<file path="src/mrv1_pkg.sv">
package mrv1_pkg;

    ////////////////////////////////////////////////////////////////////////////
    // Widths
    ////////////////////////////////////////////////////////////////////////////

    // Hardware threads
    localparam int NUM_TW    = 4;
    localparam int TWID_W    = 2;

    // Datapath and register file
    localparam int DATA_W    = 32;
    localparam int RF_ADDR_W = 5;

    // Issue tag wraps at eight
    localparam int ITAG_W    = 3;

    // LDI immediate before sign extension
    localparam int IMM_W     = 16;

    // Retired instruction count
    localparam int CNT_W     = 16;

    ////////////////////////////////////////////////////////////////////////////
    // Plain vector types
    ////////////////////////////////////////////////////////////////////////////

    typedef logic [TWID_W-1:0]    twid_t;
    typedef logic [DATA_W-1:0]    data_t;
    typedef logic [RF_ADDR_W-1:0] rf_addr_t;
    typedef logic [ITAG_W-1:0]    itag_t;
    typedef logic [IMM_W-1:0]     imm_t;
    typedef logic [CNT_W-1:0]     cnt_t;

    // ALU operations, encoding as seen by the instruction source
    typedef enum logic [2:0] {
        ADD = 3'd0,
        SUB = 3'd1,
        AND = 3'd2,
        OR  = 3'd3,
        XOR = 3'd4,
        SLL = 3'd5,
        SRL = 3'd6,
        LDI = 3'd7
    } alu_op_e;

    // Issue FSM
    typedef enum logic [1:0] {
        IDLE  = 2'd0,
        RUN   = 2'd1,
        STALL = 2'd2
    } issue_state_e;

    ////////////////////////////////////////////////////////////////////////////
    // Pipeline records
    ////////////////////////////////////////////////////////////////////////////

    // Decoded instruction at the core input
    typedef struct packed {
        twid_t    twid;
        alu_op_e  op;
        rf_addr_t rd;
        rf_addr_t rs0;
        rf_addr_t rs1;
        imm_t     imm;
    } insn_t;

    // Issued instruction with its operands read
    typedef struct packed {
        logic     vld;
        twid_t    twid;
        alu_op_e  op;
        rf_addr_t rd;
        itag_t    itag;
        data_t    src0;
        data_t    src1;
    } exec_req_t;

    // Completed instruction, ALU stage and retire stage
    typedef struct packed {
        logic     vld;
        twid_t    twid;
        rf_addr_t rd;
        itag_t    itag;
        data_t    data;
    } retire_t;

endpackage

</file>
<file path="src/mrv1_issue_ctrl.sv">
`timescale 1ns/1ps

module mrv1_issue_ctrl (
    input  logic                clk_i,
    input  logic                rst_down_w,
    input  logic                fetch_en_i,
    input  logic                insn_vld_i,
    input  mrv1_pkg::insn_t     insn_i,
    input  mrv1_pkg::itag_t     itag_i,
    input  mrv1_pkg::data_t     rf_rs0_data_i,
    input  mrv1_pkg::data_t     rf_rs1_data_i,
    input  mrv1_pkg::retire_t   alu_stage_i,
    input  mrv1_pkg::retire_t   ret_stage_i,
    output logic                insn_rdy_o,
    output logic                accept_o,
    output mrv1_pkg::twid_t     rf_twid_o,
    output mrv1_pkg::rf_addr_t  rf_rs0_addr_o,
    output mrv1_pkg::rf_addr_t  rf_rs1_addr_o,
    output mrv1_pkg::exec_req_t exec_req_o
);
    import mrv1_pkg::*;

    issue_state_e state_q;
    issue_state_e state_d;
    logic         src_vld;
    logic         hazard;
    data_t        imm_ext;

    // Pending write in a stage that the RF does not hold yet
    function automatic logic stage_match(input retire_t stg, input twid_t twid,
                                         input rf_addr_t rs);
        stage_match = stg.vld && (stg.twid == twid) && (stg.rd != '0) && (stg.rd == rs);
    endfunction

    ////////////////////////////////////////////////////////////////////////////
    // Hazard check
    ////////////////////////////////////////////////////////////////////////////

    // LDI reads no register
    assign src_vld = (insn_i.op != LDI);

    // Either source against ALU stage or retire stage
    assign hazard = src_vld &&
                    (stage_match(alu_stage_i, insn_i.twid, insn_i.rs0) ||
                     stage_match(alu_stage_i, insn_i.twid, insn_i.rs1) ||
                     stage_match(ret_stage_i, insn_i.twid, insn_i.rs0) ||
                     stage_match(ret_stage_i, insn_i.twid, insn_i.rs1));

    ////////////////////////////////////////////////////////////////////////////
    // Issue FSM
    ////////////////////////////////////////////////////////////////////////////

    always_comb begin
        state_d = state_q;
        case (state_q)
            IDLE: begin
                if (fetch_en_i) begin
                    state_d = RUN;
                end
            end
            RUN: begin
                if (!fetch_en_i) begin
                    state_d = IDLE;
                end else if (insn_vld_i && hazard) begin
                    state_d = STALL;
                end
            end
            STALL: begin
                // Clears once the producer has been written back
                if (!fetch_en_i) begin
                    state_d = IDLE;
                end else if (!hazard) begin
                    state_d = RUN;
                end
            end
            default: state_d = IDLE;
        endcase
    end

    always_ff @(posedge clk_i) begin
        if (rst_down_w) begin
            state_q <= IDLE;
        end else begin
            state_q <= state_d;
        end
    end

    // Ready only when enabled and the sources are clean
    assign insn_rdy_o = (state_q != IDLE) && fetch_en_i && !hazard;
    assign accept_o   = insn_vld_i && insn_rdy_o;

    ////////////////////////////////////////////////////////////////////////////
    // Operand read
    ////////////////////////////////////////////////////////////////////////////

    assign rf_twid_o     = insn_i.twid;
    assign rf_rs0_addr_o = insn_i.rs0;
    assign rf_rs1_addr_o = insn_i.rs1;

    // Sign extended immediate
    assign imm_ext = {{(DATA_W-IMM_W){insn_i.imm[IMM_W-1]}}, insn_i.imm};

    always_comb begin
        exec_req_o.vld  = accept_o;
        exec_req_o.twid = insn_i.twid;
        exec_req_o.op   = insn_i.op;
        exec_req_o.rd   = insn_i.rd;
        exec_req_o.itag = itag_i;
        exec_req_o.src0 = rf_rs0_data_i;
        // LDI carries its immediate in src1
        exec_req_o.src1 = (insn_i.op == LDI) ? imm_ext : rf_rs1_data_i;
    end

endmodule

</file>
<file path="config.mk">
export PLATFORM = sky130hd
export DESIGN_NAME = mrv1_issue_ctrl
export DESIGN_NICKNAME = d
export VERILOG_FILES = /design/src/mrv1_pkg.sv /design/src/mrv1_issue_ctrl.sv
export SDC_FILE = /design/constraint.sdc
export NUM_CORES = 1
export LEC_CHECK = 0
export BUFFER_PORTS_ARGS = -buffer_cell sky130_fd_sc_hd__buf_4
export CORE_AREA = 2 2 112 114
export DETAILED_ROUTE_END_ITERATION = 8
export DIE_AREA = 0 0 114 116
export GPL_ROUTABILITY_DRIVEN = 0
export MAX_ROUTING_LAYER = met4
export PLACE_DENSITY_LB_ADDON = 0.1
export SYNTH_ARGS = -nofsm -noshare
export SYNTH_HDL_FRONTEND = slang
export SYNTH_SLANG_ARGS = --single-unit
</file>
<file path="constraint.sdc">
create_clock -name clk_i -period 1.5 [get_ports clk_i]
set_clock_uncertainty 0.1 [all_clocks]
set_input_delay 0.225 -clock clk_i [delete_from_list [all_inputs] [get_ports clk_i]]
set_output_delay 0.225 -clock clk_i [all_outputs]
set_load 0.05 [all_outputs]
</file>
==> flow_summary.ini, run 1 <==
[routing]
drt-total-wl_um = 6220
drtIter0Drc = 20
vias = 1450
ant_nets = 0
wire_per_inst_um = 15.0
drc = 0
firstDrtPassIters = 2
via_per_inst = 3.49

[grt]
grt_usage_pct = 9.22
grt_max_degree = 18
grt_pass1_vias = 1548
grt_pass1_wl_um = 8740
antenna_found_initial = 1
gr-total-overflow = 0

[worst_setup_path]
worstPathMaxFanout = 3
r2r_cells = 5
reg2reg_to = state_q[1]$_SDFFE_PP0P_
worstSetupStartpointType = input pin
critPathCapture = exec_req_o[77]
crit_type = input pin to primary output
cp-end-kind = primary output
crit_arrival_ns = 1.38
required_ns = 1.17
r2r_slack_ns = 0.61
timing.rr.start = state_q[1]$_SDFFE_PP0P_
startpoint = insn_i[22]

[timing]
tightest_slew_ns = 0.205
hold_viol_final = 0
grt_setup_unrepaired = true
fmax_ghz = 0.588
period_minus_slack_ns = 1.70
final.period_utilization_pct = 113
relSlewSlack_pct = 86.4
report.final.slew_viol_count = 0
setup_viol = 19
finalWorstSetupSlack_ns = -0.201

[flow_run]
cap_violations = 0

[power_and_ir_drop]
cellInternalPower_uw = 971
fin_total_pwr_uw = 1640
p_comb_share_pct = 71.9
power.switching_uw = 665
sequentialPowerShare_pct = 3.5
powerDensity_nw_per_um2 = 548
p_leak_uw = 0.00145
p_clk_share_pct = 24.6
vdd.ir_drop.worst_v = 0.000231
sw_frac_of_total_pct = 40.6

[floorplanning]
die_h_um = 116
initial_utilization_pct = 9.89
die_area_um2 = 13200
ios = 285
rows = 40
die_w_um = 114
design.core.area_um2 = 11900

[layout]
design_area_um2 = 2990
final_cells = 415
layout_common_cells = 92 x buf_4, 34 x buf_8, 22 x buf_6
reg_top3 = state_q (2)
final_common_cell = buf_4
finish.utilization_pct = 25.1
layout-drive-gt1-share_pct = 85.8
area_delta_synth_final_pct = 154
largest_reg_flops = 2
largest_register = state_q
nNetsFinal = 462

[synth]
syn_area_um2 = 1180
synth_edf_count = 0
avgSynthCellArea_um2 = 6.93
ys_ff_latch = 2
synthCells = 170
async_flop_share_pct = 0
ys_types = 21
ys_seq_area_share_pct = 3.40
synth_flop_cell = dfxtp_1
yosys_warnings = 0
syn-num-nets = 363

[placed_design]
dpl-instance-area_um2 = 2060
dpl.cell_count = 399
place_hpwl_um = 5040
io_buffers = 134

[clocking]
path_clk_slew_ns = 0.03
cts_root_buf = clkbuf_16
cts_tree = done
cts-buffers-inserted = 3
cts_sinks = 2
h-tree-depth = 1
clk_path_buf_depth = 2
insertion_delay_ns = 0.22
cts-hold-fix-buffers = 0

[outcome]
status = finished, violations left
violations = setup timing

[worst_hold_path]
holdCritPathClass = input pin to flop
holdPathStages = 4
per-layer routing:
| metal | vias up | routed length [um] | global-route usage [%] |
|---|---|---|---|
| met5 | - | 0 | - |
| li1 | 691 | - | - |
| met3 | 20 | 536 | 2.67 |
| met2 | 93 | 2790 | 13.9 |
| met4 | 0 | 187 | 3.41 |
| met1 | 646 | 2710 | 11.7 |
per-stage QoR:
stage / hold slack, ns / TNS [ns] / setup WS, ns
3_3_place_gp: 0.350 / -3.75 / -0.355
5_1_grt: 0.176 / -2.66 / -0.251
3_5_place_dp: 0.350 / -3.79 / -0.370
4_1_cts: 0.168 / -3.34 / -0.222
2_1_floorplan: 0.276 / -0.414 / -0.292
6_report: 0.170 / -1.39 / -0.201
synthesized netlist by cell type (2+ instances only):
cell type / count / area [um^2]
buf_4: 58 / 435
nand2_1: 39 / 146
xnor2_1: 24 / 210
mux2_2: 15 / 169
nand3_1: 5 / 25.0
a21oi_1: 3 / 15.0
nand4_1: 3 / 18.8
nor2_1: 3 / 11.3
o21ai_0: 3 / 15.0
buf_2: 2 / 10.0
dfxtp_1: 2 / 40.0
inv_1: 2 / 7.51
nor3_1: 2 / 10.0
o22ai_1: 2 / 12.5
logic make-up after synthesis:
group / share of synthesized area (%)
AOI/OAI and AO/OA: 5.52
xor gates and xnor gates: 17.8
buffers and inverters: 39.1
DFF: 3.40
muxes: 14.3
and+or+nand+nor: 19.9
critical path, cell delays in order:
cell     delay, ns
buf_8         0.11
xnor2_4       0.13
nand3_2       0.08
o22ai_2       0.09
a22oi_2       0.24
o211a_4       0.19
and2_4        0.15
buf_8         0.14
what timing repair did:
item / 4_1_cts / 5_1_grt
setup buffers: 9 / 2
pin swaps: 9 / 24
setup endpoints to repair: 19 / 34
gates resized for setup: 100 / 69
gates cloned: 3 / 0
power by group through the flow:
stage | clock [uW] | combinational [uW] | sequential (uW)
after floorplan | 0 | 818 | 57.1
after global placement | 0 | 899 | 57.5
after detailed placement | 0 | 895 | 57.4
after CTS | 410 | 1090 | 56.7
after global routing | 417 | 1240 | 57.0
final | 403 | 1180 | 56.9
final cells by class:
type | count | area, um^2
antenna | 1 | 2.50
clock buffer | 3 | 75.1
fill | 1296 | 8920
inverter | 2 | 7.51
multi-input combinational | 104 | 1060
sequential | 2 | 40.0
tap | 147 | 184
timing repair buffer | 156 | 1620
worst min path at each step:
stage,startpoint,to
after global placement,rf_rs0_data_i[0],exec_req_o[32]
after detailed placement,rf_rs0_data_i[0],exec_req_o[32]
after CTS,rst_down_w,state_q[1]$_SDFFE_PP0P_
after floorplan,rst_down_w,state_q[1]$_SDFFE_PP0P_
after global routing,rst_down_w,state_q[1]$_SDFFE_PP0P_
final,rst_down_w,state_q[1]$_SDFFE_PP0P_
Note: power is estimated with default switching activity, not from simulation.
==> run 2: changes to the inputs <==
--- a/config.mk
+++ b/config.mk
@@ -6,9 +6,12 @@
 export NUM_CORES = 1
 export LEC_CHECK = 0
 export BUFFER_PORTS_ARGS = -buffer_cell sky130_fd_sc_hd__buf_4
-export CORE_AREA = 2 2 112 114
+export CELL_PAD_IN_SITES_DETAIL_PLACEMENT = 1
+export CELL_PAD_IN_SITES_GLOBAL_PLACEMENT = 1
+export CORE_ASPECT_RATIO = 0.6
+export CORE_MARGIN = 2
+export CORE_UTILIZATION = 11
 export DETAILED_ROUTE_END_ITERATION = 8
-export DIE_AREA = 0 0 114 116
 export GPL_ROUTABILITY_DRIVEN = 0
 export MAX_ROUTING_LAYER = met4
 export PLACE_DENSITY_LB_ADDON = 0.1
==> run 2 against run 1 <==
The flow still finishes with violations (setup timing). First-iteration DRC count grew 100%. Core utilization is 0.42 points lower. Non-clock buffer count shrank 4. Die area is 12% lower. Sequential share of layout area up 0.21 points. Register-to-register slack is essentially flat. Critical path type unchanged. Critical endpoint is now accept_o.
==> flow_summary.ini, run 2 (synthesis results as in run 1) <==
[outcome]
status = finished, violations left
violations = setup timing

[timing]
hold_viol_final = 0
setup_viol = 3
tightest_slew_ns = 0.202
grt_setup_unrepaired = true
final.period_utilization_pct = 115
report.final.slew_viol_count = 0
fmax_ghz = 0.580
period_minus_slack_ns = 1.72
finalWorstSetupSlack_ns = -0.223
relSlewSlack_pct = 86.4

[floorplanning]
rows = 29
ios = 285
initial_utilization_pct = 11.2
die_area_um2 = 11600
die_h_um = 84.2
design.core.area_um2 = 10500
die_w_um = 138

[worst_hold_path]
holdPathStages = 4
hold_path_end = state_q[1]$_SDFFE_PP0P_
holdCritPathClass = input pin to flop
min-delay-start = rst_down_w

[flow_run]
cap_violations = 0

[placed_design]
dpl-instance-area_um2 = 2070
io_buffers = 134
place_hpwl_um = 4480

[grt]
use_met2_pct = 13.7
busiest_layer = met2
grt_use_met3_pct = 1.09
use_met1_pct = 12.0
grt_max_degree = 15
gr-total-overflow = 0
antenna_found_initial = 0
grt_usage_pct = 8.66
grt_pass1_wl_um = 7730
grt_pass1_vias = 1506

[routing]
drtIter0Drc = 40
ant_nets = 0
vias = 1408
drc = 0
wire_per_inst_um = 13.3
drt-total-wl_um = 5360
firstDrtPassIters = 2
via_per_inst = 3.50

[worst_setup_path]
crit_arrival_ns = 1.40
worstPathMaxFanout = 4
timing.rr.start = state_q[1]$_SDFFE_PP0P_
worstSetupStartpointType = input pin
r2r_slack_ns = 0.61
r2r_cells = 4
reg2reg_to = state_q[1]$_SDFFE_PP0P_
crit_type = input pin to primary output
cp-end-kind = primary output
required_ns = 1.17

[layout]
final_common_cell = buf_4
nFillCells = 1221
regArea_um2 = 40.0
multiInputGateArea_um2 = 888
layout_common_cells = 112 x buf_4, 29 x nand2_1, 20 x buf_8
reg_top3 = state_q (2)
area_delta_synth_final_pct = 119
nNetsFinal = 458
antenna-diode-count = 0
largest_reg_flops = 2
layout-drive-gt1-share_pct = 76.0
largest_register = state_q
finish.utilization_pct = 24.7
design_area_um2 = 2590

[clocking]
cts-buffers-inserted = 3
cts_sinks = 2
h-tree-depth = 1
cts-hold-fix-buffers = 0
clk_path_buf_depth = 2
cts_tree = done
cts_root_buf = clkbuf_16
insertion_delay_ns = 0.22
path_clk_slew_ns = 0.03

[power_and_ir_drop]
p_leak_uw = 0.00132
vdd.ir_drop.worst_v = 0.000381
powerDensity_nw_per_um2 = 574
[run 2: cell count changes in the layout (fill, tap and decap cells not counted)]
cell,previous run,this run
buf_4,92,112
buf_8,34,20
nand3_1,4,5
buf_12,7,4
nand2_4,12,0
nand2_2,19,10
xnor2_1,11,14
nand2_1,8,29
buf_16,1,0
buf_6,22,16
nand3_2,1,0
diode_2,1,0
xnor2_4,3,0
[run 2: worst max path at each step]
stage / startpoint / to / slack (ns)
floorplan: insn_i[22] / exec_req_o[77] / -0.29
global placement: ret_stage_i[35] / accept_o / -0.42
detailed placement: insn_i[35] / accept_o / -0.34
CTS: insn_i[35] / accept_o / -0.23
global route: insn_i[20] / accept_o / -0.29
finish: insn_i[35] / accept_o / -0.22
[run 2: through the flow]
stage	setup TNS, ns	std cells	total power (uW)	worst slack (ns)	hold WS (ns)
finish	-0.648	402	1490	-0.223	0.162
CTS	-1.15	402	1420	-0.228	0.166
detailed placement	-3.31	396	948	-0.342	0.350
floorplan	-0.414	170	875	-0.292	0.276
global placement	-3.54	396	951	-0.423	0.350
global route	-1.12	402	1560	-0.293	0.197
[run 2: per-layer routing]
metal	vias to the layer above	share of wire, %
met5	-	0
met2	62	45
li1	682	-
met3	2	7.4
met1	662	47
met4	0	0.39
[run 2: critical path, cell delays in order]
cell and delay [ns]:
buf_8 0.11, xnor2_2 0.16, nand4_1 0.18, a21oi_2 0.18
a22oi_2 0.09, o211a_4 0.15, and2_4 0.15, buf_8 0.15
[run 2: cell type report]
type | count | share of cell area (%)
Clock buffer | 3 | 2.90
Inverter | 2 | 0.290
Multi-Input combinational cell | 104 | 34.3
Sequential cell | 2 | 1.55
Tap cell | 139 | 6.72
Timing Repair Buffer | 152 | 54.2
[run 2: where the power goes]
| group | switching [uW] | internal [uW] | total, uW |
|---|---|---|---|
| Sequential | 1.65 | 55.2 | 56.8 |
| Clock | 55.4 | 339 | 394 |
| Combinational | 552 | 482 | 1030 |
[run 2: what timing repair did]
action	4_1_cts	5_1_grt
hold endpoints to repair	0	0
pin swaps	9	12
resized for setup	41	54
buffers inserted	5	2
endpoints found under the setup margin	18	21
==> run 3: changes to the inputs <==
--- a/config.mk
+++ b/config.mk
@@ -5,16 +5,18 @@
 export SDC_FILE = /design/constraint.sdc
 export NUM_CORES = 1
 export LEC_CHECK = 0
+export ABC_AREA = 1
 export BUFFER_PORTS_ARGS = -buffer_cell sky130_fd_sc_hd__buf_4
 export CELL_PAD_IN_SITES_DETAIL_PLACEMENT = 1
 export CELL_PAD_IN_SITES_GLOBAL_PLACEMENT = 1
 export CORE_ASPECT_RATIO = 0.6
 export CORE_MARGIN = 2
-export CORE_UTILIZATION = 11
+export CORE_UTILIZATION = 12
 export DETAILED_ROUTE_END_ITERATION = 8
 export GPL_ROUTABILITY_DRIVEN = 0
 export MAX_ROUTING_LAYER = met4
 export PLACE_DENSITY_LB_ADDON = 0.1
+export SETUP_SLACK_MARGIN = 0.02
 export SYNTH_ARGS = -nofsm -noshare
 export SYNTH_HDL_FRONTEND = slang
 export SYNTH_SLANG_ARGS = --single-unit
==> run 3 against run 2 <==
The run still ends with setup timing left. Largest power group unchanged. Sequential cell count stayed put. Count of clock-buffer cells in the layout did not move. Maximum frequency increased by 3.0%. Register-to-register slack got worse by 0.21 ns. Combinational power hardly changed. Die area rose by 4.5%. Sequential power rose by 3%. Sequential share of layout area is 0.067 points lower.
==> flow_summary.ini, run 3 <==
[clocking]
h-tree-depth = 1
path_clk_slew_ns = 0.03
cts_sinks = 2
clk_path_buf_depth = 2
cts-buffers-inserted = 3
cts_tree = done
insertion_delay_ns = 0.22
cts-hold-fix-buffers = 0
cts_root_buf = clkbuf_16

[synth]
ys_top_cells_by_area = nand2_1 37%, buf_4 32%, inv_1 5.9%
syn-num-nets = 458
yosys-top-cells-count = 132 x nand2_1, 58 x buf_4, 21 x inv_1
avgSynthCellArea_um2 = 5.08
syn_area_um2 = 1350
yosys_warnings = 0
synthCells = 265
ys_types = 20
synth_edf_count = 0
synth_top_cell_area_share_pct = 36.8
async_flop_share_pct = 0
ys_seq_area_share_pct = 2.97
synth_flop_cell = dfxtp_1
ys_ff_latch = 2
yosysMostFrequentCell = nand2_1
yosys.area.top_type = nand2_1

[grt]
grt_usage_pct = 10.1
grt_pass1_vias = 1859
antenna_found_initial = 0
gr-total-overflow = 0
grt_pass1_wl_um = 9480
grt_max_degree = 33

[routing]
drc = 0
firstDrtPassIters = 4
via_per_inst = 3.62
drtIter0Drc = 42
wire_per_inst_um = 12.7
ant_nets = 0
vias = 1808
drt-total-wl_um = 6360

[worst_setup_path]
path_cells = buf_8, inv_8, nand3_4, nor3_4, nor2_2, nand2_2, nand2_4, a21oi_4, and2_4, buf_8
reg2reg_to = state_q[0]$_SDFFE_PP0P_
r2r_slack_ns = 0.40
worst_path_most_repeated_cell = buf_8
crit_type = input pin to primary output
cp-end-kind = primary output
cp_top_family = simple AND/OR/NAND/NOR gates
r2r_cells = 6
worstPathMaxFanout = 3
crit_arrival_ns = 1.35
critical-path-slowest-cell = nor3_4
worstSetupStartpointType = input pin
max_stage_delay_ns = 0.18
timing.rr.start = state_q[0]$_SDFFE_PP0P_
required_ns = 1.17
crit_buf_inv = 3

[power_and_ir_drop]
power.switching_uw = 691
sequentialPowerShare_pct = 3.9
sw_frac_of_total_pct = 45.6
powerDensity_nw_per_um2 = 561
vdd.ir_drop.worst_v = 0.000271
cellInternalPower_uw = 825
p_comb_share_pct = 69.7
fin_total_pwr_uw = 1520
p_leak_uw = 0.00151
p_clk_share_pct = 26.5

[timing]
relSlewSlack_pct = 78.9
setup_viol = 3
fmax_ghz = 0.598
period_minus_slack_ns = 1.67
tightest_slew_ns = 0.313
hold_viol_final = 0
finalWorstSetupSlack_ns = -0.173
final.period_utilization_pct = 112
grt_setup_unrepaired = true
report.final.slew_viol_count = 0

[layout]
nNetsFinal = 556
largest_register = state_q
nFillCells = 1325
layout_common_cells = 134 x buf_4, 104 x nand2_1, 29 x nand2_2
antenna-diode-count = 0
reg_top3 = state_q (2)
area_delta_synth_final_pct = 101
final_common_cell = buf_4
final_cells = 500
largest_reg_flops = 2
design_area_um2 = 2700
layout-drive-gt1-share_pct = 63.4
multiInputGateArea_um2 = 965
regArea_um2 = 40.0

[placed_design]
dpl-instance-area_um2 = 2320
io_buffers = 134
place_hpwl_um = 5560
dpl.cell_count = 495

[outcome]
violations = setup timing
status = finished, violations left

[flow_run]
cap_violations = 0

[floorplanning]
rows = 29
die_h_um = 86.0
design.core.area_um2 = 10700
die_w_um = 141
ios = 285
initial_utilization_pct = 12.5
die_area_um2 = 12100

[worst_hold_path]
holdCritPathClass = input pin to flop
min-delay-start = rst_down_w
holdPathStages = 2
hold_path_end = state_q[0]$_SDFFE_PP0P_
-- run 3: changes by cell type in the layout (fill, tap and decap cells not counted), sizes merged, moves of 2 or more --
cell / delta
inv: +24
buf: +4
xnor2: -17
nand2: +96
nor2: +9
o21ai: -2
nand3: +3
o22ai: -2
mux2: -15
-- run 3: power groups by stage --
stage               clock network (uW)  logic [uW]  registers (uW)
finish                             401        1060            58.4
global route                       416        1130            58.9
CTS                                408        1000            58.4
detailed placement                   0         969            59.3
global placement                     0         969            59.2
floorplan                            0         847            58.6
-- run 3: metrics by stage --
stage	hold WS [ns]	util, %	setup TNS [ns]	setup slack (ns)
3_5_place_dp	0.302	21.6	-1.43	-0.349
4_1_cts	0.0793	23.2	-0.515	-0.184
2_1_floorplan	0.192	-	-0.560	-0.365
5_1_grt	0.0821	25.2	-0.700	-0.254
6_report	0.0791	25.2	-0.465	-0.173
3_3_place_gp	0.297	21.6	-1.38	-0.335
-- run 3: final cells by class --
type	instances	share of cell area (%)
repair buffers	156	48.6
inverters	26	5.00
flip-flops and latches	2	1.48
clock buffers	3	2.78
multi-input cells	174	35.7
well taps	139	6.44
-- run 3: worst max-delay path by stage --
stage / from / end / slack (ns) / depth (start not counted)
after floorplan: ret_stage_i[41] / exec_req_o[77] / -0.37 / 8
after global placement: insn_i[20] / accept_o / -0.34 / 12
after detailed placement: insn_i[20] / exec_req_o[77] / -0.35 / 12
after CTS: insn_i[22] / exec_req_o[77] / -0.18 / 13
after global routing: alu_stage_i[35] / exec_req_o[77] / -0.25 / 12
final: alu_stage_i[37] / exec_req_o[77] / -0.17 / 10
-- run 3: what timing repair did --
item	in CTS	in global routing
setup buffers	1	1
pin swaps	12	29
resized for setup	29	58
endpoints found under the setup margin	4	5
-- run 3: kinds of logic (layout without fill, tap and decap cells) --
family / count (synthesis) / after routing / share of synthesized area, %
AND/OR/NAND/NOR: 163 / 163 / 49.0
buffers and inverters: 89 / 185 / 41.2
XOR/XNOR: 8 / 8 / 5.20
AO/OA/AOI/OAI: 3 / 3 / 1.67
flip-flops: 2 / 2 / 2.97
-- run 3: worst register-to-register path: stages, from the launching register on --
cell     delay, ns
dfxtp_1       0.33
inv_1         0.04
nor3_1        0.26
nand2_2       0.10
nand2_1       0.06
nand2_1       0.05
nor2_2        0.08
-- run 3: layer usage --
| metal | wire [um] | part of all wire [%] | GRT usage (%) |
|---|---|---|---|
| met2 | 2740 | 43 | 14.8 |
| met1 | 3140 | 49 | 14.5 |
| met5 | 0 | 0 | - |
| met3 | 350 | 5.5 | 1.06 |
| met4 | 138 | 2.2 | 3.09 |
